$ cat src/hdl/simd_pkg.sv
// Vector unit widths, element and op enums, uop control and payload structs
`default_nettype none

package simd_pkg;

    localparam int VLEN   = 128;
    localparam int ELEN   = 64;
    localparam int MASK_W = VLEN / 8;  // One bit per byte element

    typedef logic [VLEN-1:0]   vreg_t;
    typedef logic [ELEN-1:0]   xlen_t;
    typedef logic [4:0]        vl_t;     // 0 to VLEN/8 elements
    typedef logic [7:0]        avl_t;
    typedef logic [MASK_W-1:0] mask_t;
    typedef logic [4:0]        reg_idx_t;

    // Encoding is log2 of the element width in bytes
    typedef enum logic [1:0] {
        SEW_8  = 2'd0,
        SEW_16 = 2'd1,
        SEW_32 = 2'd2,
        SEW_64 = 2'd3
    } sew_t;

    typedef enum logic [1:0] {
        SRC_VV = 2'd0,
        SRC_VX = 2'd1,
        SRC_VI = 2'd2
    } src_t;

    typedef enum logic [2:0] {
        OP_VADD    = 3'd0,
        OP_VSUB    = 3'd1,
        OP_VAND    = 3'd2,
        OP_VOR     = 3'd3,
        OP_VXOR    = 3'd4,
        OP_VMUL    = 3'd5,
        OP_VMV_X_S = 3'd6
    } op_t;

    typedef struct packed {
        op_t      op;
        sew_t     sew;
        vl_t      vl;        // Captured at issue
        logic     use_mask;
        mask_t    mask;
        reg_idx_t dest;
        vreg_t    old_vd;
    } uop_ctrl_t;

    typedef struct packed {
        uop_ctrl_t ctrl;
        vreg_t     result;
    } uop_t;

endpackage

`default_nettype wire
$ cat src/hdl/latency_pipe.sv
// Fixed-depth shift register carrying a valid bit and a uop payload
`timescale 1ns/1ns
`default_nettype none

module latency_pipe #(
    parameter int DEPTH = 1
) (
    input  logic            clk_i,
    input  logic            rstn_i,
    input  logic            valid_i,
    input  simd_pkg::uop_t  uop_i,
    output logic            valid_o,
    output simd_pkg::uop_t  uop_o
);

    logic [DEPTH-1:0] valid_q;
    simd_pkg::uop_t   uop_q [DEPTH];

    always_ff @(posedge clk_i or negedge rstn_i) begin
        if (!rstn_i) begin
            valid_q <= '0;
        end else begin
            valid_q[0] <= valid_i;
            for (int i = 1; i < DEPTH; i++) begin
                valid_q[i] <= valid_q[i-1];
            end
        end
    end

    // Payload moves every cycle alongside its valid bit
    always_ff @(posedge clk_i) begin
        uop_q[0] <= uop_i;
        for (int i = 1; i < DEPTH; i++) begin
            uop_q[i] <= uop_q[i-1];
        end
    end

    assign valid_o = valid_q[DEPTH-1];
    assign uop_o   = uop_q[DEPTH-1];

endmodule

`default_nettype wire

$ cat config.mk
export PLATFORM = sky130hd
export DESIGN_NAME = latency_pipe
export DESIGN_NICKNAME = d
export VERILOG_FILES = /design/src/hdl/simd_pkg.sv /design/src/hdl/latency_pipe.sv
export SDC_FILE = /design/constraint.sdc
export NUM_CORES = 1
export LEC_CHECK = 0
export ABC_AREA = 1
export ABC_CLOCK_PERIOD_IN_PS = 800
export BUFFER_PORTS_ARGS = -buffer_cell sky130_fd_sc_hd__buf_2
export CAP_MARGIN = 25
export CORE_AREA = 8 8 219 221
export CTS_CLUSTER_DIAMETER = 200
export DETAILED_ROUTE_END_ITERATION = 8
export DIE_AREA = 0 0 227 229
export PLACE_DENSITY = 0.38
export SETUP_SLACK_MARGIN = 0.4
export SKIP_CTS_REPAIR_TIMING = 1
export SYNTH_ARGS = -nofsm -noshare
export SYNTH_HDL_FRONTEND = slang
export SYNTH_SLANG_ARGS = --single-unit
$ cat constraint.sdc
create_clock -name clk_i -period 0.8 [get_ports clk_i]
set_input_delay 0.04 -clock clk_i [delete_from_list [all_inputs] [get_ports clk_i]]
set_output_delay 0.04 -clock clk_i [all_outputs]
set_load 0.01 [all_outputs]
* Word-level counts from Yosys, hierarchy flattened
Memory sizes are Yosys's and may differ from the RTL's.
Cells that the tools add are included.
** Word-level totals
- Register bits :: 1
- Latch bits :: 0
- Bits in writable memories :: 288
- Bits in read-only memories :: 0
- Bits of input ports :: 291
- Output and inout port bits :: 289
- Logic and storage cells :: 2
- Memories kept :: 1
** Operators by class
- Add/subtract/negate cells :: 0
- $mul :: 0
- Div/mod/pow operators :: 0
- Order comparisons :: 0
- Eq/ne operators :: 0
- Shift operators :: 0
- Muxes and demuxes :: 0
- Bitwise logic cells :: 0
- Reductions and logical operators :: 0
** Memory list
- uop_q :: depth 1, width 288, read ports 1, clocked after memory_dff 0, wr ports 1, line latency_pipe.sv:17 : simd_pkg::uop_t uop_q [DEPTH];

* Longest topological paths before layout
- Depth after elaboration :: 0
- Depth in mapped cells :: 0
- Gate-level depth less buffers :: 0

* Least setup slack after synthesis
No wires, ideal clock.
- Kind :: register -> output
- From :: register valid_q (netlist: valid_o)
- To :: output port valid_o
- Arrival time :: 0.376 ns
- Data required time :: 0.760 ns
- Setup slack :: 0.384 ns
- Stages on the path, launching flop included :: 1
- Buffers on the path :: 0
- Cells stage by stage :: dfrtp_1
** RTL lines
- start: declaration :: line latency_pipe.sv:16 : logic [DEPTH-1:0] valid_q;
- start signal: indexed assignment :: line latency_pipe.sv:25 : valid_q[i] <= valid_q[i-1];
- end: declaration :: line latency_pipe.sv:12 : output logic valid_o,
No word-level cell between the ends.

* Worst setup path in the final report
- From :: register valid_q (netlist: valid_o)
- To :: output port valid_o
No word-level cell between the ends.

==> impl_summary.log <==
[metrics] share of post-route cells with drive strength above 1: 62.7%
[metrics] peak fanout along the critical path: 1
[metrics] total clock sinks: 289
[metrics] Hold Violations, Final: 0
[metrics] maximum count of clock buffers along a single path: 3
[metrics] Post-Syn Nets: 580
[metrics] sequential element share of the synthesized area: 100%
[metrics] number of filler instances in the final layout: 4378
[metrics] Critical Path Slowest Stage Cell: dfrtp_1
[metrics] Min Clock Period, post-route: 1.10 ns
[metrics] count of non-filler cells in the finished layout: 1815
[metrics] overall track demand over capacity in global routing: 7.57%
[metrics] RD Place Congestion: 0.778
[metrics] commonest cells in the synthesized netlist: dfxtp_1, dfrtp_1
[metrics] ys flop type: dfxtp_1
[metrics] worst slew margin relative to its limit: 87.7%
[metrics] class of the most critical hold timing path: input pin to flop
[metrics] number of different library cells in the post-synthesis netlist: 2
[metrics] number of max-cap violations: 0
[metrics] number of DRC markers in iteration 0: 96
[metrics] total number of vias: 5628
[metrics] DP Area: 9440 µm²
[metrics] classification of the worst setup path: flop to output port
[metrics] Post-synth EDFFs: 0
[metrics] worst endpoint data arrival time: 1.06 ns
[metrics] area of combinational cells with multiple inputs: 0 µm²
[metrics] setup repair after global routing missed its margin: yes
[metrics] Leakage: 6.73 nW
[metrics] CTS tree: yes
[metrics] die area: 52000 µm²
[metrics] maximum number of pins on one net before global-route repair: 15
[metrics] overall routed net length: 26.0 mm
[metrics] worst-margin pin slew: 0.185 ns
[metrics] standard-cell rows: 78
[metrics] placement-stage worst setup slack: 0.257 ns
[metrics] violated checks: setup timing
[metrics] YS warnings: 0
[metrics] Die Span X: 227 µm
[metrics] detail-routed net length per standard cell: 14.3 µm
[metrics] worst endpoint required time: 0.76 ns
[metrics] hold slack: 0.122 ns
[metrics] number of slew-limit violations in the final report: 0
[metrics] starting density of the core: 13.0%
[metrics] final antenna-violating net count: 0
[metrics] final-report setup violation count: 289
[metrics] number of multi-input combinational cells in the layout: 0
[metrics] minimum setup slack in the final design: -0.298 ns
[metrics] Async SR Flop Fraction: 0.346%
[metrics] dpl cells: 1468
[metrics] share of the cycle needed by the critical path after routing: 137%
[metrics] Worst-path clk slew: 0.07 ns
[metrics] biggest area contributors in the synthesized netlist: dfxtp_1, dfrtp_1
[metrics] final std cell area, no fill: 14400 µm²
[metrics] CTS H-tree lvls: 1
[metrics] Post-Synthesis Mean Instance Area: 20.0 µm²
[metrics] area fraction of the dominant cell type after synthesis: 99.6%
[metrics] via count of the first global-routing pass: 4887
[metrics] most area-hungry cell type in the Yosys netlist: dfxtp_1
[metrics] synthesized instance count: 289
[metrics] VDD IR-drop max: 1.58 mV
[metrics] cell chain of the critical path: buf_6
[metrics] number of synthesized register bits: 289
[metrics] capturing element type of the critical path: output port
[metrics] Fmax achieved: 911 MHz
[metrics] initial antenna violation count: 1
[metrics] cell area power density: 2290 nW/µm²
[metrics] Vert. Die Dim: 229 µm
[metrics] detail-routed via count per cell: 3.10
[metrics] grt total ovfl: 0
[metrics] first-pass GRT wire length: 30.1 mm
[metrics] cts bufs inserted: 30
[metrics] crit-path leading delay family: flip-flops
[metrics] clock root buffer: clkbuf_16
[metrics] Layout Utilization: 32.2%
[metrics] Final TNS setup: -61.37 ns
[metrics] CP max stage delay: 0.38 ns
[metrics] area of the mapped netlist: 5790 µm²
[metrics] # DRC: 0
[metrics] number of input and output port buffers inserted: 579
[metrics] floorplan core area: 44700 µm²
[metrics] run status: finished, violations left
[metrics] type of element launching the critical path: flop
[metrics] detailed placement HPWL: 17.9 mm
[metrics] most instantiated library cell after synthesis: dfxtp_1
[metrics] post-layout power: 33.0 mW
[metrics] number of search-and-repair iterations in the first detailed-routing pass: 4
[metrics] ports placed on the boundary: 580
[metrics] buffer and inverter count on the worst path: 1
[metrics] Area growth syn-to-layout: 149%
[metrics] number of nets at the end of the flow: 1482
## power breakdown
group	switching, mW	total (mW)	internal [mW]
combinational	1.22	3.55	2.33
sequential	0.260	15.5	15.2
clock	5.44	13.9	8.45
## registers in the layout, indices dropped and copies added, names as in the netlist
signal   flops
uop_q      288
valid_o      1
## cell type report
class | instances | area (µm²) | area share, %
clock buffers | 48 | 920 | 6.39
flip-flops and latches | 289 | 5960 | 41.4
well taps | 600 | 751 | 5.21
diodes | 1 | 2.50 | 0.0174
clock inverters | 7 | 85.1 | 0.591
repair buffers | 870 | 6680 | 46.4
## routing by layer
layer  share of wire, %  global-route usage, %
met1                 32                   6.86
met2                 53                   13.9
met3                 12                   4.23
met4                3.2                   2.61
met5                  0                      0
## worst paths after layout
check / slack [ns] / startpoint / to / cells after the start
worst max-delay path: -0.30 / valid_o / valid_o / 1
worst min-delay path: 0.12 / uop_i[189] / uop_q[0][189] / 2
max in group asynchronous: 0.38 / rstn_i / valid_o / 3
min in group asynchronous: 0.32 / rstn_i / valid_o / 3
## cells by family after synthesis
group	synth area share, %
DFF	100
## cells in the final DEF, fill, tap and decap left out, drive strengths merged
cell type and count:
clkbuf 48, dfrtp 1, buf 579, clkinv 5, dlygate4sd3 291, dfxtp 288, diode 1, bufinv 2
Note: power is estimated with default switching activity, not from simulation.
