File: src/hdl/simd_pkg.sv
// Vector unit widths, element and op enums, uop control and payload structs
`default_nettype none

package simd_pkg;

    localparam int VLEN   = 128;
    localparam int ELEN   = 64;
    localparam int MASK_W = VLEN / 8;  // One bit per byte element

    typedef logic [VLEN-1:0]   vreg_t;
    typedef logic [ELEN-1:0]   xlen_t;
    typedef logic [4:0]        vl_t;     // 0 to VLEN/8 elements
    typedef logic [7:0]        avl_t;
    typedef logic [MASK_W-1:0] mask_t;
    typedef logic [4:0]        reg_idx_t;

    // Encoding is log2 of the element width in bytes
    typedef enum logic [1:0] {
        SEW_8  = 2'd0,
        SEW_16 = 2'd1,
        SEW_32 = 2'd2,
        SEW_64 = 2'd3
    } sew_t;

    typedef enum logic [1:0] {
        SRC_VV = 2'd0,
        SRC_VX = 2'd1,
        SRC_VI = 2'd2
    } src_t;

    typedef enum logic [2:0] {
        OP_VADD    = 3'd0,
        OP_VSUB    = 3'd1,
        OP_VAND    = 3'd2,
        OP_VOR     = 3'd3,
        OP_VXOR    = 3'd4,
        OP_VMUL    = 3'd5,
        OP_VMV_X_S = 3'd6
    } op_t;

    typedef struct packed {
        op_t      op;
        sew_t     sew;
        vl_t      vl;        // Captured at issue
        logic     use_mask;
        mask_t    mask;
        reg_idx_t dest;
        vreg_t    old_vd;
    } uop_ctrl_t;

    typedef struct packed {
        uop_ctrl_t ctrl;
        vreg_t     result;
    } uop_t;

endpackage

`default_nettype wire
File: src/hdl/simd_alu.sv
// Per-element add, subtract, logic ops and vs2 pass for vmv.x.s at any SEW
`timescale 1ns/1ns
`default_nettype none

module simd_alu (
    input  simd_pkg::uop_ctrl_t  ctrl_i,
    input  simd_pkg::vreg_t      opa_i,
    input  simd_pkg::vreg_t      opb_i,
    output simd_pkg::uop_t       uop_o
);

    simd_pkg::vreg_t res;

    // Operands arrive zero extended and only the low SEW bits are kept
    function automatic simd_pkg::xlen_t elem_op(input simd_pkg::op_t   op,
                                                input simd_pkg::xlen_t a,
                                                input simd_pkg::xlen_t b);
        case (op)
            simd_pkg::OP_VADD: elem_op = b + a;
            simd_pkg::OP_VSUB: elem_op = b - a;
            simd_pkg::OP_VAND: elem_op = b & a;
            simd_pkg::OP_VOR:  elem_op = b | a;
            simd_pkg::OP_VXOR: elem_op = b ^ a;
            default:           elem_op = b;  // vmv.x.s reads vs2
        endcase
    endfunction

    always_comb begin
        simd_pkg::xlen_t tmp;
        res = '0;
        tmp = '0;
        case (ctrl_i.sew)
            simd_pkg::SEW_8: begin
                for (int i = 0; i < simd_pkg::VLEN/8; i++) begin
                    tmp = elem_op(ctrl_i.op, 64'(opa_i[i*8 +: 8]), 64'(opb_i[i*8 +: 8]));
                    res[i*8 +: 8] = tmp[7:0];
                end
            end
            simd_pkg::SEW_16: begin
                for (int i = 0; i < simd_pkg::VLEN/16; i++) begin
                    tmp = elem_op(ctrl_i.op, 64'(opa_i[i*16 +: 16]), 64'(opb_i[i*16 +: 16]));
                    res[i*16 +: 16] = tmp[15:0];
                end
            end
            simd_pkg::SEW_32: begin
                for (int i = 0; i < simd_pkg::VLEN/32; i++) begin
                    tmp = elem_op(ctrl_i.op, 64'(opa_i[i*32 +: 32]), 64'(opb_i[i*32 +: 32]));
                    res[i*32 +: 32] = tmp[31:0];
                end
            end
            default: begin
                for (int i = 0; i < simd_pkg::VLEN/64; i++) begin
                    res[i*64 +: 64] = elem_op(ctrl_i.op, opa_i[i*64 +: 64], opb_i[i*64 +: 64]);
                end
            end
        endcase
    end

    assign uop_o.ctrl   = ctrl_i;
    assign uop_o.result = res;

endmodule

`default_nettype wire

File: config.mk
export PLATFORM = sky130hd
export DESIGN_NAME = simd_alu
export DESIGN_NICKNAME = d
export VERILOG_FILES = /design/src/hdl/simd_pkg.sv /design/src/hdl/simd_alu.sv
export SDC_FILE = /design/constraint.sdc
export NUM_CORES = 2
export LEC_CHECK = 0
export ABC_AREA = 0
export BUFFER_PORTS_ARGS = -buffer_cell sky130_fd_sc_hd__buf_2
export CELL_PAD_IN_SITES_DETAIL_PLACEMENT = 1
export CELL_PAD_IN_SITES_GLOBAL_PLACEMENT = 1
export CORE_AREA = 2 2 288 290
export DETAILED_ROUTE_END_ITERATION = 10
export DIE_AREA = 0 0 290 292
export GPL_TIMING_DRIVEN = 1
export PLACE_DENSITY = 0.85
export SLEW_MARGIN = 20
export SYNTH_ARGS = -nofsm -noshare
export SYNTH_HDL_FRONTEND = slang
export SYNTH_SLANG_ARGS = --single-unit
File: constraint.sdc
create_clock -name vclk -period 9.2
set_input_delay 1.38 -clock vclk [all_inputs]
set_output_delay 1.38 -clock vclk [all_outputs]
set_load 0.005 [all_outputs]
=== After elaboration in Yosys (flattened, before gate mapping) ===
Cells that the tools add are included.

* Register bits: 0
* Input port bits: 416
* Output and inout bits: 288
* Logic and storage cells: 189

* Add/subtract/negate cells: 60
* Eq/ne operators: 6
* Multiplexer cells: 31
* Bitwise gates (word level): 90
* Reduce and logical (&&, ||, !) cells: 2

{| class="wikitable"
|+ Operator list
! kind !! count
|-
| 16-bit case mux with 5 select lines || 8
|-
| 32-bit case mux with 5 select lines || 4
|-
| 64-bit case mux with 5 select lines || 2
|-
| 8-bit case mux with 5 select lines || 16
|-
| 128-bit case mux with 3 select lines || 1
|-
| 16-bit adder || 8
|-
| 32-bit adder || 4
|-
| 64-bit adder || 2
|-
| 8-bit adder || 16
|-
| 16-bit bitwise AND || 8
|-
| 32-bit bitwise AND || 4
|-
| 64-bit bitwise AND || 2
|-
| 8-bit bitwise AND || 16
|-
| 16-bit OR || 8
|-
| 32-bit OR || 4
|-
| 64-bit OR || 2
|-
| 8-bit OR || 16
|-
| 16-bit subtractor || 8
|-
| 32-bit subtractor || 4
|-
| 64-bit subtractor || 2
|-
| 8-bit subtractor || 16
|-
| 16-bit XOR || 8
|-
| 32-bit XOR || 4
|-
| 64-bit XOR || 2
|-
| 8 further kinds || 24
|}

=== Depth between registers and ports, before layout ===
* Depth in word-level cells: 3
* Depth in mapped cells: 23
* Gate-level depth less buffers: 21

=== Worst setup path after synthesis ===
OpenSTA, ideal clock, no wires.

* Kind: input to output
* From: input ctrl_i[158] (netlist bit)
* To: output uop_o[114] (netlist bit)
* Data arrival time: 5935 ps
* Data required time: 7820 ps
* Slack: 1885 ps
* Cell stages on the path: 22
* Buffers on the path: 7
* Cell sequence: clkbuf_1 -> or2_2 -> nor2_1 -> clkbuf_1 -> clkbuf_1 -> clkbuf_1 -> clkbuf_1 -> nor2_1 -> xnor2_1 -> ha_1 -> buf_2 -> and3_4 -> and3_1 -> buf_4 -> nand3_2 -> a2111oi_4 -> o31ai_2 -> o41ai_4 -> a21boi_2 -> xnor2_1 -> a21oi_1 -> a222oi_1

{| class="wikitable"
|+ RTL lines
! what !! line !! text
|-
| start: declaration || simd_alu.sv:6 || <nowiki>input simd_pkg::uop_ctrl_t ctrl_i,</nowiki>
|-
| end: declaration || simd_alu.sv:9 || <nowiki>output simd_pkg::uop_t uop_o</nowiki>
|}

==> results.yml <==
pwr:
  power.density_cell_area_nw_per_um2: 80.1
  cellLeakagePower_nw: 15.7
  share_seq_of_total_power_pct: 0
  power.switching_mw: 1.71
  share_clk_of_total_power_pct: 0
  total_power_mw: 2.73
  internal_power_mw: 1.03
  power.switching_fraction_pct: 62.5
  power.ir.vdd_worst_uv: 41.1
  power.combinational.fraction_pct: 100.0
critical_path:
  cp.arrival_ns: 7.23
  critical_path.startpoint: "opa_i[8]"
  crit_path_end_kind: "primary output"
  crit_path_class: "primary input to primary output"
  worstPathMaxFanout: 8
  setup.worst_path.start_class: "primary input"
  critical_path_required_ns: 7.82
cells_and_area:
  clock_buffers: 0
  final_layout_size_suffix_gt1_share_pct: 11.0
  final_core_utilization_pct: 41.8
  nets: 5886
  num-fill-cells: 10700
  layout.area.seq_um2: 0
  flops_and_latches: 0
  multiInputGateArea_um2: 29000
  area_growth_pct: 5.34
routing:
  antenna_violating_nets_post_route: 0
  detail_route.wirelength_mm: 156
  detailedRoute.firstPassIterationCount: 9
  number_of_remaining_drc_errors: 0
  dr.first_iter.drc_count: 3570
  routed_wire_length_per_instance_um: 26.2
  post_drt_via_cell_ratio: 6.46
  vias: 38500
timing:
  maxSlewViolCount: 0
  timing.final.setup_violations: 0
  rsz_0062_raised_after_global_routing: "false"
  timing.final.crit_period_ns: 8.61
  final_hold_viol_count: 0
  fmax_ghz: 0.116
  layout_worst_path_cycle_share_pct: 93.5
  finalSetupTns_ns: 0
  relSlewSlack_pct: 21.5
  worst_pin_slew_ns: 1.18
synth:
  synth_common_cells: "sky130_fd_sc_hd__ha_1 (576), sky130_fd_sc_hd__a21oi_1 (504), sky130_fd_sc_hd__xnor2_1 (421)"
  mappedNetlistArea_um2: 32400
  postSynthAreaPerCell_um2: 6.70
  synth_top_cell_by_area: "sky130_fd_sc_hd__ha_1"
  synth.yosys.seq_area_share_pct: 0
  synth_most_common_cell: "sky130_fd_sc_hd__ha_1"
  synth_cell_type_count: 89
  netlist.area_leader.share_pct: 22.3
  synth_cells: 4830
  yosys-top-cells-area: "sky130_fd_sc_hd__ha_1 (22%), sky130_fd_sc_hd__xnor2_1 (11%), sky130_fd_sc_hd__a21oi_1 (7.8%)"
  syn-num-nets: 5838
  synth.yosys.warnings: 0
die:
  die-area_um2: 84700
  die_width_um: 290
  starting_density_pct: 39.7
  placement_row_count: 105
  core_area_um2: 81600
  die_height_um: 292
  ios: 704
global_route:
  via_count_of_the_first_global_routing_pass: 38100
  global_route.usage.total_pct: 34.9
  global_route.overflow_total: 0
  grt_start_max_net_pins: 77
  grt_first_pass_wirelength_mm: 233
  antenna_found_initial: 12
placed_design:
  dp_hpwl_mm: 125
  final_weighted_congestion_in_routability_driven_placement: 1.02
  port-buffer-count: 394
hold_path:
  holdPathStages: 0
  hold_start: "ctrl_i[7]"
  min-delay-path-class: "primary input to primary output"
status:
  run_status: "completed"
clock_network:
  postCtsSetupRepairBufs: 0
  hold_buffers: 0
  cts_resized: 0
run:
  cap_viol_max_count: 0
cell usage in the layout, fill, tap and decap left out, drive strengths merged, types with 27 or more instances in the layout:
cell	n
nor2	406
xor2	96
a21oi	506
buf	455
xnor2	421
a31oi	78
o22ai	95
a211oi	35
o21ai	317
o21a	114
a221oi	36
or3	29
nor2b	51
nand3	85
ha	576
a22oi	34
inv	337
o31ai	34
nor4	27
nand2	365
and3	56
nand4	54
o21bai	27
nand2b	49
nor3	86
a21o	122
o211ai	36
power by group through the flow:
stage | registers, mW | logic, mW | clock network [mW]
3_5_place_dp | 0 | 2.64 | 0
6_report | 0 | 2.73 | 0.0000000735
3_3_place_gp | 0 | 2.57 | 0
5_1_grt | 0 | 2.95 | 0.000000102
2_1_floorplan | 0 | 1.81 | 0
4_1_cts | 0 | 2.66 | 0
worst max-delay path, cell delays in order:
cell,delay [ns]
sky130_fd_sc_hd__buf_2,0.13
sky130_fd_sc_hd__nor3_1,0.56
sky130_fd_sc_hd__nand4_1,0.45
sky130_fd_sc_hd__nor2b_1,0.45
sky130_fd_sc_hd__nand4_1,0.25
sky130_fd_sc_hd__o21ai_0,0.65
sky130_fd_sc_hd__xnor2_1,0.18
sky130_fd_sc_hd__ha_1,0.48
sky130_fd_sc_hd__nand2_1,0.18
sky130_fd_sc_hd__nor2_1,0.29
sky130_fd_sc_hd__and3_1,0.22
sky130_fd_sc_hd__a311oi_1,0.17
sky130_fd_sc_hd__o31ai_1,0.86
sky130_fd_sc_hd__a21oi_1,0.17
sky130_fd_sc_hd__xor2_1,0.19
sky130_fd_sc_hd__a211oi_1,0.40
sky130_fd_sc_hd__buf_2,0.20
through the flow:
stage	setup slack (ns)	cells	area [µm²]	hold slack (ns)
global placement	0.855	5946	34100	2.76
finish	0.594	5954	34100	2.76
detailed placement	0.719	5946	34100	2.76
global route	0.285	5953	34100	2.76
floorplan	1.88	4830	32400	2.84
CTS	0.716	5946	34100	2.76
path summary, 6_finish.rpt:
path                      to
setup / recovery   uop_o[57]
hold / removal    uop_o[135]
routing by layer:
metal  vias to the layer above  track usage [%]  wire (µm)  share of wire, %
li1                      17300                -          -                 -
met1                     18700             43.9      62700                40
met2                      1981             57.7      70500                45
met3                       474             5.29      13900               8.9
met4                         4             17.7       8920               5.7
met5                         -                0         14            0.0090
cell families (layout without fill, tap and decap cells):
logic type / after synthesis / after routing / synth area share (%)
adder cells (fa/ha/maj): 592 / 592 / 23.3
XOR/XNOR: 517 / 517 / 14.0
other: 0 / 8 / 0
AND/OR/NAND/NOR: 1298 / 1298 / 18.9
buffers and inverters: 754 / 800 / 10.7
multiplexers: 23 / 23 / 0.715
AO/OA/AOI/OAI: 1646 / 1646 / 32.4
area by class of cell:
| class | count | area share [%] |
|---|---|---|
| multi-input cells | 4076 | 85.0 |
| well taps | 1070 | 3.93 |
| repair buffers | 456 | 7.25 |
| inverters | 344 | 3.79 |
| diodes | 8 | 0.0587 |
Note: power is estimated with default switching activity, not from simulation.
