--- config.mk ---
export PLATFORM = sky130hd
export DESIGN_NAME = vec_config_regs
export DESIGN_NICKNAME = d
export VERILOG_FILES = /design/src/hdl/simd_pkg.sv /design/src/hdl/vec_config_regs.sv
export SDC_FILE = /design/constraint.sdc
export NUM_CORES = 1
export LEC_CHECK = 0
export BUFFER_PORTS_ARGS = -buffer_cell sky130_fd_sc_hd__buf_2
export CORE_AREA = 2 2 39 41
export CTS_BUF_LIST = sky130_fd_sc_hd__clkbuf_4 sky130_fd_sc_hd__clkbuf_8
export CTS_CLUSTER_SIZE = 40
export DETAILED_ROUTE_END_ITERATION = 16
export DIE_AREA = 0 0 41 43
export GPL_ROUTABILITY_DRIVEN = 0
export HOLD_SLACK_MARGIN = 0.08
export PLACE_DENSITY = 0.61
export SLEW_MARGIN = 20
export SYNTH_ARGS = -nofsm -noshare
export SYNTH_HDL_FRONTEND = slang
export SYNTH_SLANG_ARGS = --single-unit
export TNS_END_PERCENT = 50
--- constraint.sdc ---
create_clock -name clk_i -period 2.05 [get_ports clk_i]
set_clock_uncertainty 0.1 [all_clocks]
set_input_delay 0.205 -clock clk_i [delete_from_list [all_inputs] [get_ports clk_i]]
set_output_delay 0.205 -clock clk_i [all_outputs]
set_load 0.03 [all_outputs]
--- src/hdl/simd_pkg.sv ---
// Vector unit widths, element and op enums, uop control and payload structs
`default_nettype none

package simd_pkg;

    localparam int VLEN   = 128;
    localparam int ELEN   = 64;
    localparam int MASK_W = VLEN / 8;  // One bit per byte element

    typedef logic [VLEN-1:0]   vreg_t;
    typedef logic [ELEN-1:0]   xlen_t;
    typedef logic [4:0]        vl_t;     // 0 to VLEN/8 elements
    typedef logic [7:0]        avl_t;
    typedef logic [MASK_W-1:0] mask_t;
    typedef logic [4:0]        reg_idx_t;

    // Encoding is log2 of the element width in bytes
    typedef enum logic [1:0] {
        SEW_8  = 2'd0,
        SEW_16 = 2'd1,
        SEW_32 = 2'd2,
        SEW_64 = 2'd3
    } sew_t;

    typedef enum logic [1:0] {
        SRC_VV = 2'd0,
        SRC_VX = 2'd1,
        SRC_VI = 2'd2
    } src_t;

    typedef enum logic [2:0] {
        OP_VADD    = 3'd0,
        OP_VSUB    = 3'd1,
        OP_VAND    = 3'd2,
        OP_VOR     = 3'd3,
        OP_VXOR    = 3'd4,
        OP_VMUL    = 3'd5,
        OP_VMV_X_S = 3'd6
    } op_t;

    typedef struct packed {
        op_t      op;
        sew_t     sew;
        vl_t      vl;        // Captured at issue
        logic     use_mask;
        mask_t    mask;
        reg_idx_t dest;
        vreg_t    old_vd;
    } uop_ctrl_t;

    typedef struct packed {
        uop_ctrl_t ctrl;
        vreg_t     result;
    } uop_t;

endpackage

`default_nettype wire
--- src/hdl/vec_config_regs.sv ---
// SEW and vl configuration registers with the requested length clamp
`timescale 1ns/1ns
`default_nettype none

module vec_config_regs (
    input  logic                 clk_i,
    input  logic                 rstn_i,
    input  logic                 cfg_we_i,
    input  simd_pkg::avl_t       cfg_avl_i,
    input  simd_pkg::sew_t       cfg_sew_i,
    output simd_pkg::sew_t       sew_o,
    output simd_pkg::vl_t        vl_o
);

    simd_pkg::avl_t max_vl;
    simd_pkg::vl_t  vl_next;
    simd_pkg::sew_t sew_q;
    simd_pkg::vl_t  vl_q;

    // Elements per register halve with each SEW step
    assign max_vl = simd_pkg::avl_t'(simd_pkg::VLEN / 8) >> cfg_sew_i;

    assign vl_next = (cfg_avl_i > max_vl) ? simd_pkg::vl_t'(max_vl)
                                          : simd_pkg::vl_t'(cfg_avl_i);

    always_ff @(posedge clk_i or negedge rstn_i) begin
        if (!rstn_i) begin
            sew_q <= simd_pkg::SEW_8;
            vl_q  <= '0;
        end else if (cfg_we_i) begin
            sew_q <= cfg_sew_i;
            vl_q  <= vl_next;
        end
    end

    assign sew_o = sew_q;
    assign vl_o  = vl_q;

endmodule

`default_nettype wire

Word-level counts from Yosys, hierarchy flattened
Cells that the tools add are included.
- flip-flop bits (word level): 7
- output and inout bits: 7
- $lt $le $gt $ge: 1
- shift-type cells: 1
- multiplexer cells: 1
- operator list (operator ; number):
    $gt 8x8->1 ; 1
    $shr 5x2->8 const A ; 1
    $mux 5 ; 1

Logic depth before layout (Yosys ltp)
Gate-level depths: netlist (run 1).
- depth in word-level cells: 3
- gate-level depth with buffers: 6
- depth with buffers taken out: 6

Least setup slack after synthesis (run 1)
No wires, ideal clock.
- path kind: input to register
- start point: input cfg_sew_i[1]
- end point: register vl_q[1] (netlist: vl_o[1])
- arrival time: 1.303 ns
- required time: 1.809 ns
- setup slack: 0.505 ns
- stages on the path: 6
- path buffers: 0
- cells stage by stage: nand2b_1 > ha_1 > and4b_1 > a21o_2 > o211ai_1 > a31oi_1
- word-level cells in the longest chain between the ends: 3
- ends and longest elaborated chain (what ; line ; source):
    start: declaration ; vec_config_regs.sv:10 ; input simd_pkg::sew_t cfg_sew_i,
    $shr 5x2->8 * ; vec_config_regs.sv:21 ; assign max_vl = simd_pkg::avl_t'(simd_pkg::VLEN / 8) >> cfg_sew_i;
    $gt 8x8->1 ; vec_config_regs.sv:23 ; assign vl_next = (cfg_avl_i > max_vl) ? simd_pkg::vl_t'(max_vl)
    $mux 5 * ; vec_config_regs.sv:23 ;
    end signal: assignment ; vec_config_regs.sv:32 ; vl_q <= vl_next;
    end: declaration ; vec_config_regs.sv:18 ; simd_pkg::vl_t vl_q;
Every way passes the cells marked *; elsewhere a longest branch is shown, timed or not.
A chain may end at the register's enable or synchronous reset.

Worst setup path in the final report (run 1)
- start point: input cfg_sew_i[1]
- end point: register vl_q[3] (netlist: vl_o[3])
The elaborated chain is that of the path after synthesis.

==> results of run 1 <==
-- through the flow --
| step | utilization, % | std cells |
|---|---|---|
| 2_1_floorplan | - | 50 |
| 3_3_place_gp | 44.9 | 84 |
| 3_5_place_dp | 44.9 | 84 |
| 4_1_cts | 47.8 | 89 |
| 5_1_grt | 47.8 | 89 |
| 6_report | 47.8 | 89 |
-- cell type report --
type | instances | area (sq um)
fill | 145 | 722
sequential | 7 | 175
inverter | 3 | 11.3
multi-input combinational | 39 | 320
tap | 16 | 20.0
timing repair buffer | 20 | 105
clock buffer | 4 | 30.0
-- timing repair --
| item | CTS | global route |
|---|---|---|
| hold endpoints to repair | 7 | 0 |
| setup endpoints to repair | 0 | 0 |
| hold buffers | 1 | 0 |
| setup buffers | 0 | 0 |
-- registers in the layout, indices dropped and copies added (netlist names) --
name	count
sew_o	2
vl_o	5
-- worst max-delay path by stage --
stage | startpoint | to | slack, ps | cells past startpoint
finish | cfg_sew_i[1] | vl_o[3] | 510 | 7
global route | cfg_sew_i[1] | vl_o[1] | 400 | 7
CTS | cfg_sew_i[1] | vl_o[3] | 510 | 7
detailed placement | cfg_sew_i[1] | vl_o[3] | 250 | 7
global placement | cfg_sew_i[1] | vl_o[3] | 260 | 7
floorplan | cfg_sew_i[1] | vl_o[1] | 510 | 6
-- power by group through the flow --
stage,Combinational (mW),Sequential (mW),Clock [mW]
6_report,0.120,0.157,0.136
5_1_grt,0.135,0.158,0.151
4_1_cts,0.122,0.157,0.141
3_5_place_dp,0.120,0.159,0
3_3_place_gp,0.119,0.159,0
2_1_floorplan,0.0502,0.186,0
-- synthesized netlist by cell type (2+ instances only) --
cell type  number
inv_1           3
nand3b_1        4
dfrtp_1         7
mux2_1          2
a31oi_1         4
nor2_1          6
o211ai_1        4
nand2b_1        2
ha_1            4
-- cell families (layout without fill, tap and decap cells) --
| family | Yosys count | after routing |
|---|---|---|
| flops | 7 | 7 |
| buf+inv | 4 | 27 |
| fa+ha+maj | 4 | 4 |
| compound gates | 13 | 13 |
| mux | 2 | 2 |
| simple gates | 20 | 20 |
-- layer usage --
metal | vias to the layer above | share of wire [%]
li1 | 236 | -
met1 | 202 | 47
met2 | 16 | 44
met3 | 4 | 5.4
met4 | 0 | 2.9
met5 | - | 0
==> flow_metrics.tcl, run 1 <==
set metrics [dict create \
    status "completed" \
    wl_per_cell_um 12.1 \
    layout_common_cells "19 x buf_2, 7 x dfrtp_1, 6 x nor2_1" \
    p_total_uw 413 \
    yosys_warnings 0 \
    grt_overflow 0 \
    synth-simple-area-share_pct 27.7 \
    cp-end-kind "register" \
    syn_inst 50 \
    pwr-share-clk_pct 32.9 \
    grt_antenna_before_repair 0 \
    die-area_sq_um 1760 \
    synth-xor-area-share_pct 0 \
    drt-initial-drc-count 5 \
    cts_tree "built" \
    synth_top_area_share_pct 34.3 \
    num_vias 458 \
    synth_top_family_by_area "simple AND/OR/NAND/NOR gates" \
    viasPerCell 5.15 \
    first_pass_iters 3 \
    drive_gt1_share_pct 39.7 \
    timing.hold.ws_ps 125 \
    reg2regPathDepth 1 \
    cts_resized 0 \
    whs_path_depth 2 \
    final_common_cell "buf_2" \
    ir_worst_vdd_mv 0.201 \
    cp.required_ps 2070 \
    min_from "cfg_sew_i[0]" \
    mappedNetlistArea_sq_um 510 \
    finalHoldViolations 0 \
    clock_latency_ps 250 \
    critPathMaxFanout 5 \
    setup_viol 0 \
    switching_share_pct 31.0 \
    rsz0062_at_grt "no" \
    ys_seq_area_share_pct 34.3 \
    critPathTopFamily "compound AO/OA/AOI/OAI gates" \
    cp.arrival_ps 1560 \
    worst_pin_slew_ps 275 \
    startpoint_type "input pin" \
    path_cells "buf_2 > nand2b_1 > ha_1 > and4b_1 > a21o_2 > o211ai_1 > a31oi_1" \
    drv_slew 0 \
    die-height_um 43 \
    track_usage_pct 15.3 \
    r2r_slack_ps 1190 \
    ys_ff_latch 7 \
    p_per_area_nw_per_um2 623 \
    synth_fa_ha_area_share_pct 9.80 \
    critPathKind "input pin to register" \
    port-buffer-count 19 \
    p_comb_share_pct 29.1 \
    muxShareOfSynthArea_pct 4.41 \
    ant_nets 0 \
    drc 0 \
    p_leak_nw 0.311 \
    placed_cell_area_sq_um 622 \
    syn_to_final_growth_pct 29.7 \
    intPower_uw 285 \
    cts_sinks 7 \
    rows 14 \
    cts_root_buf "clkbuf_4" \
    whs_endpoint "sew_o[0]" \
    p_sw_uw 128 \
    dp_slack_ps 247 \
    layout_setup_ws_ps 508 \
    relSlewSlack_pct 81.7 \
    rr_startpoint "sew_o[1]" \
    cts_made_buffers 3 \
    async_reset_ff_share_pct 100 \
    grt_use_met3_pct 0 \
    grt_max_degree 13 \
    r2r-end "sew_o[1]" \
    diodes 0 \
    crit_buf_inv 1 \
    fin_crit_ps 1540 \
    yosys.area.top_type "dfrtp_1" \
    power_frac_seq_pct 38.0 \
    ys.flop_type "dfrtp_1" \
    hpwl_um 928 \
    syn_avg_cell_area_sq_um 10.2 \
    maxCapViolations 0 \
    yosys-top-cells-area "dfrtp_1 34%, ha_1 9.8%, nand3b_1 5.9%, o211ai_1 5.9%, a31oi_1 4.9%" \
    fp.dieW_um 41 \
    hold_path.class "input pin to register" \
    yosysUniqueCellTypes 23 \
    final_area_sq_um 662 \
    clk_path_buf_depth 2 \
    slowest_stage "ha_1" \
    tns_ps 0 \
    clock.fmax_mhz 649 \
    synth-edff-count 0 \
    top_usage_layer "met2" \
    final_nets 91 \
    grt_pass1_wl_um 1840 \
    start_util_pct 36.9 \
    synth_compound_area_share_pct 20.8 \
    core_sq_um 1380 \
    routed_wl_um 1080 \
    ios 20 \
    htreeDepth 1 \
    synth_nets 67 \
    grt_pass1_vias 436 \
    met1_usage_pct 21.4 \
    max_stage_delay_ps 320 \
    cts.reportedPaths.clkPinSlew_ps 50 \
    finalCritPeriodShare_pct 75.2 \
    use_met2_pct 22.2 \
]
Power figures use the tool's default switching activity.
==> run 2: changes to the inputs <==
Settings changed: PLACE_DENSITY 0.61 to 0.64.
Clock period 2.05 ns to 1.3 ns, I/O delays scaled along.
==> flow_metrics.tcl, run 2 (synthesis gave the netlist of run 1 again) <==
set metrics [dict create \
    final_common_cell "buf_2" \
    critPathMaxFanout 5 \
    clk_path_buf_depth 2 \
    ir_worst_vdd_mv 0.288 \
    port-buffer-count 19 \
    violations "negative setup slack" \
    maxCapViolations 0 \
    cts_sinks 7 \
    clock_latency_ps 240 \
    viasPerCell 5.28 \
    relSlewSlack_pct 83.9 \
    worst_pin_slew_ps 241 \
    drive_gt1_share_pct 53.7 \
    critPathKind "input pin to register" \
    syn_to_final_growth_pct 64.2 \
    finalCritPeriodShare_pct 105 \
    layout_setup_ws_ps -59.3 \
    setup_viol 5 \
    cts_root_buf "clkbuf_4" \
    largest_register_ffs 5 \
    hold_path.class "input pin to asynchronous set/reset pin" \
    num_vias 517 \
    final_nets 100 \
    grt_pass1_vias 551 \
    final_area_sq_um 838 \
    cp.arrival_ps 1370 \
    drt-initial-drc-count 0 \
    startpoint_type "input pin" \
    core_sq_um 1380 \
    die-height_um 43 \
    fp.dieW_um 41 \
    ios 20 \
    cp.required_ps 1310 \
    clock.fmax_mhz 736 \
    cts_tree "built" \
    placed_cell_area_sq_um 703 \
    htreeDepth 1 \
    rsz0062_at_grt "yes" \
    drv_slew 0 \
    first_pass_iters 1 \
    status "finished with violations" \
    wl_per_cell_um 12.8 \
    ant_nets 0 \
    grt_antenna_before_repair 0 \
    dp_slack_ps -387 \
    finalHoldViolations 0 \
    fin_crit_ps 1360 \
    routed_wl_um 1260 \
    p_leak_nw 0.379 \
    cp-end-kind "register" \
    final.fill_count 142 \
    rows 14 \
    grt_pass1_wl_um 2210 \
    drc 0 \
    start_util_pct 36.9 \
    track_usage_pct 18.1 \
    utilization_pct 60.6 \
    grt_overflow 0 \
    die-area_sq_um 1760 \
    hpwl_um 926 \
    cts_made_buffers 3 \
    p_per_area_nw_per_um2 840 \
    diodes 0 \
    cts.reportedPaths.clkPinSlew_ps 50 \
    grt_max_degree 13 \
    layout_common_cells "17 x buf_2, 7 x dfrtp_1, 6 x nor2_1, 6 x buf_4" \
]
-- run 2: cell types whose count changed in the layout (fill, tap and decap cells not counted), sizes merged --
cell         delta
dlygate4sd3     +3
buf             +6
-- run 2: power by group --
part           leakage (nW)  switching, mW  internal [mW]
clock                0.0184         0.0715          0.137
combinational         0.276          0.134          0.113
sequential           0.0848        0.00947          0.239
-- run 2: area by class of cell --
cell class / instances / area, sq um / share of cell area (%)
flip-flops and latches: 7 / 175 / 20.9
repair buffers: 29 / 196 / 23.4
well taps: 16 / 20.0 / 2.39
clock buffers: 4 / 30.0 / 3.58
multi-input cells: 39 / 405 / 48.4
inverters: 3 / 11.3 / 1.34
-- run 2: worst max-delay path, stage by stage --
cell and delay, ps:
buf_6 110, nand2b_4 150, ha_4 270, and3b_1 160, and2b_2 250, o211ai_1 200
a31oi_1 110
-- run 2: timing repair --
| action | CTS | global route |
|---|---|---|
| hold endpoints to repair | 10 | 0 |
| hold buffers | 4 | 0 |
| pin swaps | 11 | 12 |
| setup endpoints to repair | 5 | 5 |
| buffers inserted | 1 | 1 |
| resized for setup | 8 | 1 |
-- run 2: final timing paths --
check                      cells past startpoint        to  slack, ps         start
setup reg to reg                               1  sew_o[0]        440      sew_o[0]
max in group asynchronous                      2   vl_o[1]        800        rstn_i
hold / removal                                 2  sew_o[0]        140        rstn_i
setup / recovery                               7   vl_o[2]        -60  cfg_sew_i[1]
hold reg to reg                                1  sew_o[1]        380      sew_o[1]
min in group clk_i                             3   vl_o[4]        140  cfg_avl_i[4]
-- run 2: layer usage --
| metal | vias to the layer above | wire, um | track usage [%] |
|---|---|---|---|
| li1 | 253 | - | - |
| met1 | 250 | 553 | 21.8 |
| met2 | 14 | 648 | 29.4 |
| met3 | 0 | 54 | 2.09 |
| met4 | 0 | 0 | 10.0 |
| met5 | - | 0 | 0 |
-- run 2: per-stage QoR --
step	instances	total power [mW]	setup TNS (ps)	hold WS (ps)
after floorplan	50	0.385	-552	-266
after global placement	88	0.466	-1670	-133
after detailed placement	88	0.468	-1820	-132
after CTS	97	0.712	-178	115
after global routing	98	0.753	-536	166
final	98	0.704	-228	142
