## src/hdl/simd_pkg.sv

```systemverilog
// Vector unit widths, element and op enums, uop control and payload structs
`default_nettype none

package simd_pkg;

    localparam int VLEN   = 128;
    localparam int ELEN   = 64;
    localparam int MASK_W = VLEN / 8;  // One bit per byte element

    typedef logic [VLEN-1:0]   vreg_t;
    typedef logic [ELEN-1:0]   xlen_t;
    typedef logic [4:0]        vl_t;     // 0 to VLEN/8 elements
    typedef logic [7:0]        avl_t;
    typedef logic [MASK_W-1:0] mask_t;
    typedef logic [4:0]        reg_idx_t;

    // Encoding is log2 of the element width in bytes
    typedef enum logic [1:0] {
        SEW_8  = 2'd0,
        SEW_16 = 2'd1,
        SEW_32 = 2'd2,
        SEW_64 = 2'd3
    } sew_t;

    typedef enum logic [1:0] {
        SRC_VV = 2'd0,
        SRC_VX = 2'd1,
        SRC_VI = 2'd2
    } src_t;

    typedef enum logic [2:0] {
        OP_VADD    = 3'd0,
        OP_VSUB    = 3'd1,
        OP_VAND    = 3'd2,
        OP_VOR     = 3'd3,
        OP_VXOR    = 3'd4,
        OP_VMUL    = 3'd5,
        OP_VMV_X_S = 3'd6
    } op_t;

    typedef struct packed {
        op_t      op;
        sew_t     sew;
        vl_t      vl;        // Captured at issue
        logic     use_mask;
        mask_t    mask;
        reg_idx_t dest;
        vreg_t    old_vd;
    } uop_ctrl_t;

    typedef struct packed {
        uop_ctrl_t ctrl;
        vreg_t     result;
    } uop_t;

endpackage

`default_nettype wire
```

## src/hdl/simd_issue_decode.sv

```systemverilog
// Issue decode with operand replication, control capture and pipe routing
`timescale 1ns/1ns
`default_nettype none

module simd_issue_decode (
    input  logic                 issue_valid_i,
    input  simd_pkg::op_t        op_i,
    input  simd_pkg::src_t       src_i,
    input  logic                 use_mask_i,
    input  simd_pkg::reg_idx_t   dest_i,
    input  simd_pkg::vreg_t      vs1_i,
    input  simd_pkg::vreg_t      vs2_i,
    input  simd_pkg::vreg_t      old_vd_i,
    input  simd_pkg::mask_t      mask_i,
    input  simd_pkg::xlen_t      rs1_i,
    input  logic [4:0]           imm_i,
    input  simd_pkg::sew_t       sew_i,
    input  simd_pkg::vl_t        vl_i,
    output simd_pkg::uop_ctrl_t  ctrl_o,
    output simd_pkg::vreg_t      opa_o,
    output simd_pkg::vreg_t      opb_o,
    output logic                 alu_valid_o,
    output logic                 mul_narrow_valid_o,
    output logic                 mul_wide_valid_o
);

    simd_pkg::xlen_t scalar_elem;
    simd_pkg::vreg_t scalar_rep;
    logic            is_mul;

    // Immediate goes out to 64 bits so any low slice is already sign extended
    assign scalar_elem = (src_i == simd_pkg::SRC_VX) ? rs1_i
                                                     : {{(simd_pkg::ELEN-5){imm_i[4]}}, imm_i};

    always_comb begin
        case (sew_i)
            simd_pkg::SEW_8:  scalar_rep = {(simd_pkg::VLEN/8){scalar_elem[7:0]}};
            simd_pkg::SEW_16: scalar_rep = {(simd_pkg::VLEN/16){scalar_elem[15:0]}};
            simd_pkg::SEW_32: scalar_rep = {(simd_pkg::VLEN/32){scalar_elem[31:0]}};
            default:          scalar_rep = {(simd_pkg::VLEN/64){scalar_elem}};
        endcase
    end

    assign opa_o = (src_i == simd_pkg::SRC_VV) ? vs1_i : scalar_rep;
    assign opb_o = vs2_i;

    assign ctrl_o.op       = op_i;
    assign ctrl_o.sew      = sew_i;   // Config as seen at issue time
    assign ctrl_o.vl       = vl_i;
    assign ctrl_o.use_mask = use_mask_i;
    assign ctrl_o.mask     = mask_i;
    assign ctrl_o.dest     = dest_i;
    assign ctrl_o.old_vd   = old_vd_i;

    // SEW 64 multiplies need the extra stage
    assign is_mul             = (op_i == simd_pkg::OP_VMUL);
    assign alu_valid_o        = issue_valid_i && !is_mul;
    assign mul_narrow_valid_o = issue_valid_i && is_mul && (sew_i != simd_pkg::SEW_64);
    assign mul_wide_valid_o   = issue_valid_i && is_mul && (sew_i == simd_pkg::SEW_64);

endmodule

`default_nettype wire

```

## config.mk

```make
export PLATFORM = sky130hd
export DESIGN_NAME = simd_issue_decode
export DESIGN_NICKNAME = d
export VERILOG_FILES = /design/src/hdl/simd_pkg.sv /design/src/hdl/simd_issue_decode.sv
export SDC_FILE = /design/constraint.sdc
export NUM_CORES = 1
export LEC_CHECK = 0
export BUFFER_PORTS_ARGS = -buffer_cell sky130_fd_sc_hd__buf_4
export CORE_AREA = 3 3 357 359
export DETAILED_ROUTE_END_ITERATION = 10
export DIE_AREA = 0 0 360 362
export PLACE_DENSITY_LB_ADDON = 0.1
export SLEW_MARGIN = 20
export SYNTH_ARGS = -nofsm -noshare
export SYNTH_HDL_FRONTEND = slang
export SYNTH_SLANG_ARGS = --single-unit
```

## constraint.sdc

```tcl
create_clock -name vclk -period 1.2
set_input_delay 0 -clock vclk [all_inputs]
set_output_delay 0 -clock vclk [all_outputs]
set_load 0.05 [all_outputs]
```

# Yosys cells after proc, flatten, opt, wreduce, memory -nomap -nowiden
# Cells that the tools add are included.
[totals]
wordCells = 16
in_bits = 488
reg_bits = 0
output_inout_bits = 419
[op_classes]
n_mux = 3
n_reduce_logical = 7
eq_ne = 6
[ops]
columns = ["op", "count"]
rows = [
  ["$pmux 128 s3", 1],
  ["$mux 128", 1],
  ["$mux 64", 1],
  ["$eq 2x1->1 const B", 2],
  ["$eq 2x2->1 const B", 2],
  ["$logic_and 1x1->1", 4],
  ["$logic_not 2->1", 2],
  ["$eq 3x3->1 const B", 1],
  ["$ne 2x2->1 const B", 1],
  ["$logic_not 1->1", 1],
]

# Longest topological paths before layout
# Gate-level depths: netlist of the first run.
[logic_depth]
ltp_word = 4
ltp_mapped = 8
depth_no_buf = 4

# Least setup slack after synthesis of the first run
# No wires, ideal clock.
[synth_path]
path_kind = "input to output"
startpoint = "input port sew_i[1]"
endpoint = "output port opa_o[124]"
required_time_ns = 1.200
path_buffers = 1
stages = 5
t_arrival_ns = 2.003
setup_slack_ns = -0.803
cell_sequence = "or2_2 -> clkbuf_1 -> a31oi_1 -> a211oi_1 -> a211oi_1"
[synth_between]
elab_chain_cells = 3
elab_cells_between_ends = 5
cone_classes = "eq/ne: 2; mux: 2; reduce/logical: 1"
[synth_lines]
columns = ["item", "line_no", "text"]
rows = [
  ["start: declaration", "simd_issue_decode.sv:17", "input simd_pkg::sew_t sew_i,"],
  ["$eq 2x2->1 (tied with other cells)", "simd_issue_decode.sv:36", "case (sew_i)"],
  ["$pmux 128 s3 (*)", "simd_issue_decode.sv:36", ""],
  ["$mux 128 (*)", "simd_issue_decode.sv:44", "assign opa_o = (src_i == simd_pkg::SRC_VV) ? vs1_i : scalar_rep;"],
  ["end: declaration", "simd_issue_decode.sv:20", "output simd_pkg::vreg_t opa_o,"],
]
# Mark *: on every way between the ends. The rest lies on a longest branch, timed or not.

# Final worst setup path of the first run
[layout_path]
startpoint = "input port src_i[0]"
endpoint = "output port opa_o[61]"
[layout_between]
elab_chain_cells = 4
elab_cells_between_ends = 5
cone_classes = "eq/ne: 1; mux: 3; reduce/logical: 1"
[layout_lines]
columns = ["item", "line_no", "text"]
rows = [
  ["start: declaration", "simd_issue_decode.sv:8", "input simd_pkg::src_t src_i,"],
  ["$eq 2x1->1", "simd_issue_decode.sv:32", "assign scalar_elem = (src_i == simd_pkg::SRC_VX) ? rs1_i"],
  ["$mux 64", "simd_issue_decode.sv:32", ""],
  ["$pmux 128 s3", "simd_issue_decode.sv:36", ""],
  ["$mux 128 (*)", "simd_issue_decode.sv:44", ""],
]
# Marked as above.

==> results of run 1 <==
-- worst min path at each step --
stage	startpoint	to	slack, ns	depth (start not counted)
after detailed placement	old_vd_i[107]	ctrl_o[107]	0.0003	0
after floorplan	old_vd_i[0]	ctrl_o[0]	0.17	1
final	vs2_i[124]	opb_o[124]	0.00001	0
after CTS	old_vd_i[107]	ctrl_o[107]	0.0003	0
after global placement	old_vd_i[107]	ctrl_o[107]	0.0003	0
after global routing	vs2_i[26]	opb_o[26]	0.00007	0
-- cell families after synthesis --
group                     after synthesis  share of synthesized area [%]
buffers and inverters                 348                           47.5
AOI/OAI and AO/OA                     234                           31.4
and+or+nand+nor                       199                           17.2
muxes                                  15                           3.73
xor gates and xnor gates                1                          0.170
-- cells in the mapped netlist, types with 3 or more instances --
cell,n
o2111ai_1,3
buf_2,27
o221ai_1,4
mux2i_1,8
a21oi_1,59
nand2b_1,7
a211o_1,10
o22ai_1,8
nand3b_1,9
buf_6,3
mux2_2,4
nand2_1,78
buf_1,5
a311oi_1,6
mux4_2,3
a2bb2oi_1,4
a222oi_1,4
nor2_1,78
clkbuf_1,18
o22a_1,5
a211oi_1,10
nand3_1,4
buf_4,291
a21boi_0,8
o21a_1,24
and2_1,3
o211a_1,3
inv_1,4
and3_1,3
a21o_1,27
nor2b_1,5
a2111oi_2,3
a31oi_1,7
o21ai_0,36
a2111oi_0,4
and3b_1,3
-- repair_timing --
action                                 in CTS  in global routing
gates resized for setup                   448                124
endpoints found under the hold margin       0                  0
pin swaps                                  77                 59
setup endpoints to repair                 129                129
buffers inserted                           65                 25
cloned                                      6                  0
-- worst max-delay path, stage by stage --
cell and delay (ns):
buf_12 0.11, nor2b_4 0.13, buf_8 0.11, buf_4 0.18, a211o_4 0.36, a2111oi_4 0.42, buf_4 0.21, nor2_4 0.04
buf_6 0.15
-- layer usage --
layer	part of all wire (%)	wire, µm
met2	49	26100
met1	40	21500
met4	3.0	1590
met3	8.1	4320
met5	0.18	99
-- final cells by class --
type	instances	area (µm²)
diodes	7	17.5
fillers	14300	111000
inverters	4	25.0
well taps	1637	2050
multi-input cells	449	4770
repair buffers	603	6410
-- metrics by stage --
stage	utilization, %	setup slack [ns]	setup TNS [ns]
after global placement	8.19	-0.983	-68.12
after floorplan	-	-0.179	-3.66
after CTS	10.1	-0.758	-50.84
after global routing	10.7	-0.678	-51.45
final	10.7	-0.528	-44.06
after detailed placement	8.19	-1.00	-68.09
==> metrics.txt, run 1 <==
synth warn=0; Die W=360 µm; Net count, final=1546; first-pass GRT wire length=between 60000 and 70000 µm; layout cells sized above 1=roughly 82%; drt wl/cell=between 15 and 20 µm; I/O pin total=907; hpwl dp=~47000 µm; crit path launch type=input pin; area grow syn2layout=157%; netlist area before placement=a little over 5000 µm²; Min-Delay Path Class=in2out; core area=roughly 120000 µm²; RSZ-0062 raised after global routing=true; CLK BUF=0; Worst Setup SP=src_i[0]; die area=approximately 130000 µm²; drt drc=0; Critical Path Sink=opa_o[61]; Hold Vio Cnt, Final=0; met2 usage=a little over an eighth; maxcap violations=0; Starting Density=4.16%; Overflow after GRT=0; Worst Max-Slew Pin Slew=~0.7 ns; syn_nets=between 1000 and 1500; register area share after synthesis=0%; placed cell count=2623; crit path DAT=1.73 ns; drt total wl=53600 µm; Area contributors post-synth=buf_4 42%, a21oi_1 5.7%, nand2_1 5.7%; sequential cell count=0; Die H=362 µm; Final ANT Viol Nets=0; commonest non-fill, non-tap cells in the layout=341 x buf_4, 128 x buf_6, 69 x buf_8; post-route cell area=around 13000 µm²; GPL Wtd Cong=~0.7; # rows=about 130; Crit Path Class=in2out; Worst Setup End Kind=output port; port bufs=341; crit-path max FO=10; hold slack=0.0000140 ns; Synth cell types=52; busiest layer in global routing=met2; failing checks=setup timing; mean area per synthesized cell=about 6.5 µm²; fin cells=2700; most common cell after layout, fill and taps aside=buf_4; initial DRC count=264; status=complete, but fails checks; Syn Inst Count=roughly 800; DR vias/cell=between 2 and 2.5; critical path required time=1.20 ns; GRT Overall Usage=7.78%; Hold Buf Count CTS=0; min cycle time layout=roughly 1.7 ns; via count=roughly 6700; FF+latch area=0 µm²; Worst slew margin=52.1%; Synth top area share=42.3%; FMAX=roughly 580 MHz; antenna violations before repair=20; period utilization=144%; largest net degree at the start of global routing=28; post-synth top area cell=buf_4; Final WS setup=-0.528 ns; met3 GRT Util=about 2.3%; First-pass DRT Iterations=5; Setup violations, final=123; fin. max-slew vios=0; Placed Area=just over 10000 µm²; met1 usage=9.23%; number of global-route vias before repair=approximately 7500
==> inputs of run 2 (changes only) <==
- CORE_AREA: 3 3 357 359 -> 3 3 354 356
- DIE_AREA: 0 0 360 362 -> 0 0 357 359
- clock period: 1.2 -> 1.6 ns (I/O delays scaled with it)
==> metrics.txt, run 2 (synthesis results as in run 1) <==
crit-path max FO=5 (-5); part of the power in registers=0%; Worst Max-Slew Pin Slew=0.947 ns (+0.228 ns); crit path DAT=1.91 ns (+0.18 ns); pwr/cell area=around 470 nW/µm²; Starting Density=4.23% (+0.071 points); drt wl/cell=20.9 µm (+5.5%); failing checks=setup timing; Final Total Pwr=between 5000 and 6000 µW; First-pass DRT Iterations=4 (-1); Critical Path Most Common Cell=buf_6; initial DRC count=221 (-16%); fin cells=2635 (-2.4%); number of buffers and inverters on the critical path=4 (-1); Worst slew margin=36.9% (-15 points); CLK BUF=0 (unchanged); I/O pin total=907 (unchanged); Logic pwr share=100.0%; FF+latch area=0 µm² (unchanged); Slowest cell on crit path=a222oi_1; min cycle time layout=about 1.9 ns; P_int=around 2200 µW; drt total wl=55100 µm (+2.9%); period utilization=119%; Hold Vio Cnt, Final=0 (unchanged); Setup violations, final=29 (-76%); Min-Delay Path Class=in2out; Top delay family on crit path=compound AO/OA/AOI/OAI gates; Die H=359 µm (-0.83%); placed cell count=2584 (-1.5%); sw power=3070 µW; Sw Share=between 50% and 60%; critical path cell sequence=buf_8 -> nor2b_4 -> buf_6 -> a211o_1 -> a222oi_1 -> buf_4 -> o21ai_4 -> buf_6; DR vias/cell=2.47 (-0.56%); area grow syn2layout=118%; # rows=128 (-0.78%); Net count, final=1494 (-3.4%); maximum VDD drop=~0.23 mV; Clk pwr share=0%; CP peak stage delay=0.80 ns (+0.38 ns); port bufs=341 (unchanged); number of global-route vias before repair=7263 (-2.9%); most common cell after layout, fill and taps aside=buf_4; Overflow after GRT=0 (unchanged); drt drc=0 (unchanged); crit path launch type=input pin; fin. max-slew vios=0 (unchanged); dpl ws=-0.791 ns (+0.210 ns); sequential cell count=0 (unchanged); hold slack=0.0000193 ns (+0.00000534 ns); antenna violations before repair=10 (-50%); Final ANT Viol Nets=0 (unchanged); Final WS setup=-0.307 ns (+0.222 ns); Lkg Pwr=0.00445 µW; GPL Wtd Cong=0.741 (+8.3%); critical path required time=1.60 ns (+0.40 ns); core area=122000 µm² (-1.7%); maxcap violations=0 (unchanged); largest net degree at the start of global routing=31 (+11%); commonest non-fill, non-tap cells in the layout=351 x buf_4, 142 x buf_6, 69 x nand2_1; status=complete, but fails checks; first-pass GRT wire length=69900 µm (+0.33%); GRT Overall Usage=8.05% (+0.27 points); via count=6498 (-3.0%); hpwl dp=49400 µm (+6.0%); layout cells sized above 1=72.4% (-10 points); die area=128000 µm² (-1.7%); utilization after layout=9.23% (-1.5 points); Worst Setup End Kind=output port; FMAX=525 MHz; Crit Path Class=in2out; RSZ-0062 raised after global routing=true; Die W=357 µm (-0.83%)
==> run 2: timing repair <==
item | 4_1_cts | 5_1_grt
hold buffers | 0 | 0
setup endpoints to repair | 110 | 114
pin swaps | 67 | 49
gates resized for setup | 384 | 98
buffers inserted | 37 | 26
gates cloned | 1 | 0
==> run 2: layout make-up <==
type | instances | area [µm²]
Fill cell | 14400 | 111000
Timing Repair Buffer | 551 | 5280
Multi-Input combinational cell | 449 | 3920
Tap cell | 1625 | 2030
Inverter | 4 | 22.5
Antenna cell | 6 | 15.0
==> run 2: through the flow <==
step	setup TNS, ns	cell area, µm²
after floorplan	-2.18	5220
after global placement	-20.51	8900
after detailed placement	-20.03	8900
after CTS	-12.52	10800
after global routing	-5.62	11300
final	-2.92	11300
==> run 2: worst paths after layout <==
path                  start  slack (ns)   endpoint  cells past startpoint
setup / recovery   imm_i[4]       -0.31  opa_o[44]                      8
hold / removal    vs2_i[28]     0.00002  opb_o[28]                      0
==> run 2: power groups by stage <==
| stage | clock (µW) | sequential, µW | combinational (µW) |
|---|---|---|---|
| 2_1_floorplan | 0 | 0 | 4130 |
| 3_3_place_gp | 0 | 0 | 4480 |
| 3_5_place_dp | 0 | 0 | 4460 |
| 4_1_cts | 0 | 0 | 5270 |
| 5_1_grt | 0.0000841 | 0 | 5590 |
| 6_report | 0.000260 | 0 | 5270 |
==> run 2: metal layers <==
layer  wire length, µm  global-route usage [%]
met2             27300                    14.4
met5                41                       0
met1             21600                    9.13
met4              1860                    2.64
met3              4340                    2.23
No activity file was read; power rests on OpenSTA's default activity.
==> inputs of run 3 (changes only) <==
- GPL_ROUTABILITY_DRIVEN: unset -> 0
- GPL_TIMING_DRIVEN: unset -> 0
==> metrics.txt, run 3 (synthesis results as in run 1) <==
met2 usage=18.5% (+4.1 points); maxcap violations=0 (unchanged); met3 GRT Util=2.42% (+0.19 points); Die W=357 µm (unchanged); layout cells sized above 1=78.7% (+6.3 points); DR vias/cell=2.71 (+10%); Worst Setup End Kind=output port; critical path required time=1.60 ns (about the same); drt total wl=68000 µm (+23%); fin. max-slew vios=0 (unchanged); Lkg Pwr=0.00657 µW (+48%); Final Total Pwr=7380 µW (+40%); placed cell count=3047 (+18%); sequential cell count=0 (unchanged); critical path cell sequence=buf_12 -> buf_12 -> buf_4 -> xor2_4 -> a222oi_1 -> buf_4 -> o21ai_4 -> buf_8; Hold Crit Start=vs2_i[89]; pwr/cell area=520 nW/µm² (+11%); Slowest cell on crit path=a222oi_1; CLK BUF=0 (unchanged); CP peak stage delay=0.54 ns (-0.26 ns); met1 usage=11.3% (+2.2 points); sw power=4670 µW (+52%); FMAX=608 MHz (+16%); First-pass DRT Iterations=5 (+1); Hold Vio Cnt, Final=0 (unchanged); Hold Buf Count CTS=0 (unchanged); crit path DAT=1.64 ns (-0.27 ns); Worst Max-Slew Pin Slew=0.587 ns (-0.359 ns); antenna violations before repair=22 (+12); min cycle time layout=1.64 ns (-0.262 ns); Sw Share=63.2% (+5.0 points); Worst Setup SP=sew_i[1]; P_int=2710 µW (+23%); GRT Overall Usage=9.77% (+1.7 points); most common cell after layout, fill and taps aside=buf_4; Worst slew margin=60.8% (+24 points); first-pass GRT wire length=84700 µm (+21%); Min-Delay Path Class=in2out; Logic pwr share=100.0% (about the same); Final WS setup=-0.0442 ns (+0.262 ns); area grow syn2layout=175%; part of the power in registers=0% (unchanged); FF+latch area=0 µm² (unchanged); port bufs=623 (+83%); drt wl/cell=21.7 µm (+3.8%); Crit Path Class=in2out; Net count, final=1983 (+33%); # rows=128 (unchanged); status=complete, but fails checks; Clk pwr share=0% (unchanged); failing checks=setup timing; fin cells=3132 (+19%); Die H=359 µm (unchanged); Setup violations, final=8 (-72%); busiest layer in global routing=met2; maximum VDD drop=0.194 mV (-15%); commonest non-fill, non-tap cells in the layout=919 x buf_4, 70 x buf_6, 69 x nor2_1; largest net degree at the start of global routing=11 (-65%); die area=128000 µm² (unchanged); via count=8500 (+31%); number of global-route vias before repair=9153 (+26%); I/O pin total=907 (unchanged); drt drc=0 (unchanged); Overflow after GRT=0 (unchanged); period utilization=103% (-16 points); initial DRC count=330 (+49%); crit path launch type=input pin; hpwl dp=60700 µm (+23%); RSZ-0062 raised after global routing=true; crit-path max FO=6 (+1); Starting Density=4.23% (unchanged); core area=122000 µm² (unchanged); Final ANT Viol Nets=0 (unchanged)
## run 3: cell count changes in the layout (fill, tap and decap cells not counted), sizes merged
| cell | previous run | this run |
|---|---|---|
| buf | 550 | 1027 |
| clkinvlp | 2 | 3 |
| inv | 2 | 1 |
| clkbuf | 0 | 13 |
| diode | 6 | 14 |
| bufbuf | 1 | 0 |
## run 3: repair_timing
item	4_1_cts	5_1_grt
setup endpoints to repair	129	93
pin swaps	32	36
resized for setup	294	83
cloned	0	1
setup buffers	53	22
## run 3: cell type report
class	instances	area, µm²
fillers	14300	108000
repair buffers	701	5670
multi-input cells	449	3660
plain buffers	339	2770
well taps	1625	2030
diodes	14	35.0
inverters	4	26.3
## run 3: worst paths after layout
check,cells after the start,slack (ns),endpoint
min,2,0.25,opb_o[89]
max,8,-0.04,opa_o[108]
## run 3: through the flow
stage	TNS [ns]	hold WS (ns)	worst slack, ns	area [µm²]	util, %
4_1_cts	-1.61	0.255	-0.177	13600	11.1
3_5_place_dp	-93.59	0.255	-1.28	12000	9.81
3_3_place_gp	-106.78	0.257	-1.40	11900	9.78
5_1_grt	-1.40	0.258	-0.142	14200	11.6
6_report	-0.191	0.254	-0.0442	14200	11.6
2_1_floorplan	-2.18	0.167	-0.274	5220	-
## run 3: per-layer routing
| layer | vias up | share of wire [%] |
|---|---|---|
| met5 | - | 0.16 |
| met2 | 550 | 52 |
| li1 | 3876 | - |
| met1 | 4024 | 39 |
| met4 | 16 | 1.2 |
| met3 | 34 | 8.1 |
## run 3: power by group through the flow
| stage | logic, µW | clock network, µW | registers [µW] |
|---|---|---|---|
| 3_5_place_dp | 6690 | 0 | 0 |
| 6_report | 7380 | 0.000478 | 0 |
| 3_3_place_gp | 6690 | 0 | 0 |
| 5_1_grt | 7740 | 0.000167 | 0 |
| 2_1_floorplan | 4130 | 0 | 0 |
| 4_1_cts | 7340 | 0 | 0 |
## run 3: critical path, delay by kind of cell
kind / cells / cell delay, ns
compound gates: 2 / 0.61
xor+xnor: 1 / 0.17
buf+inv: 5 / 0.84
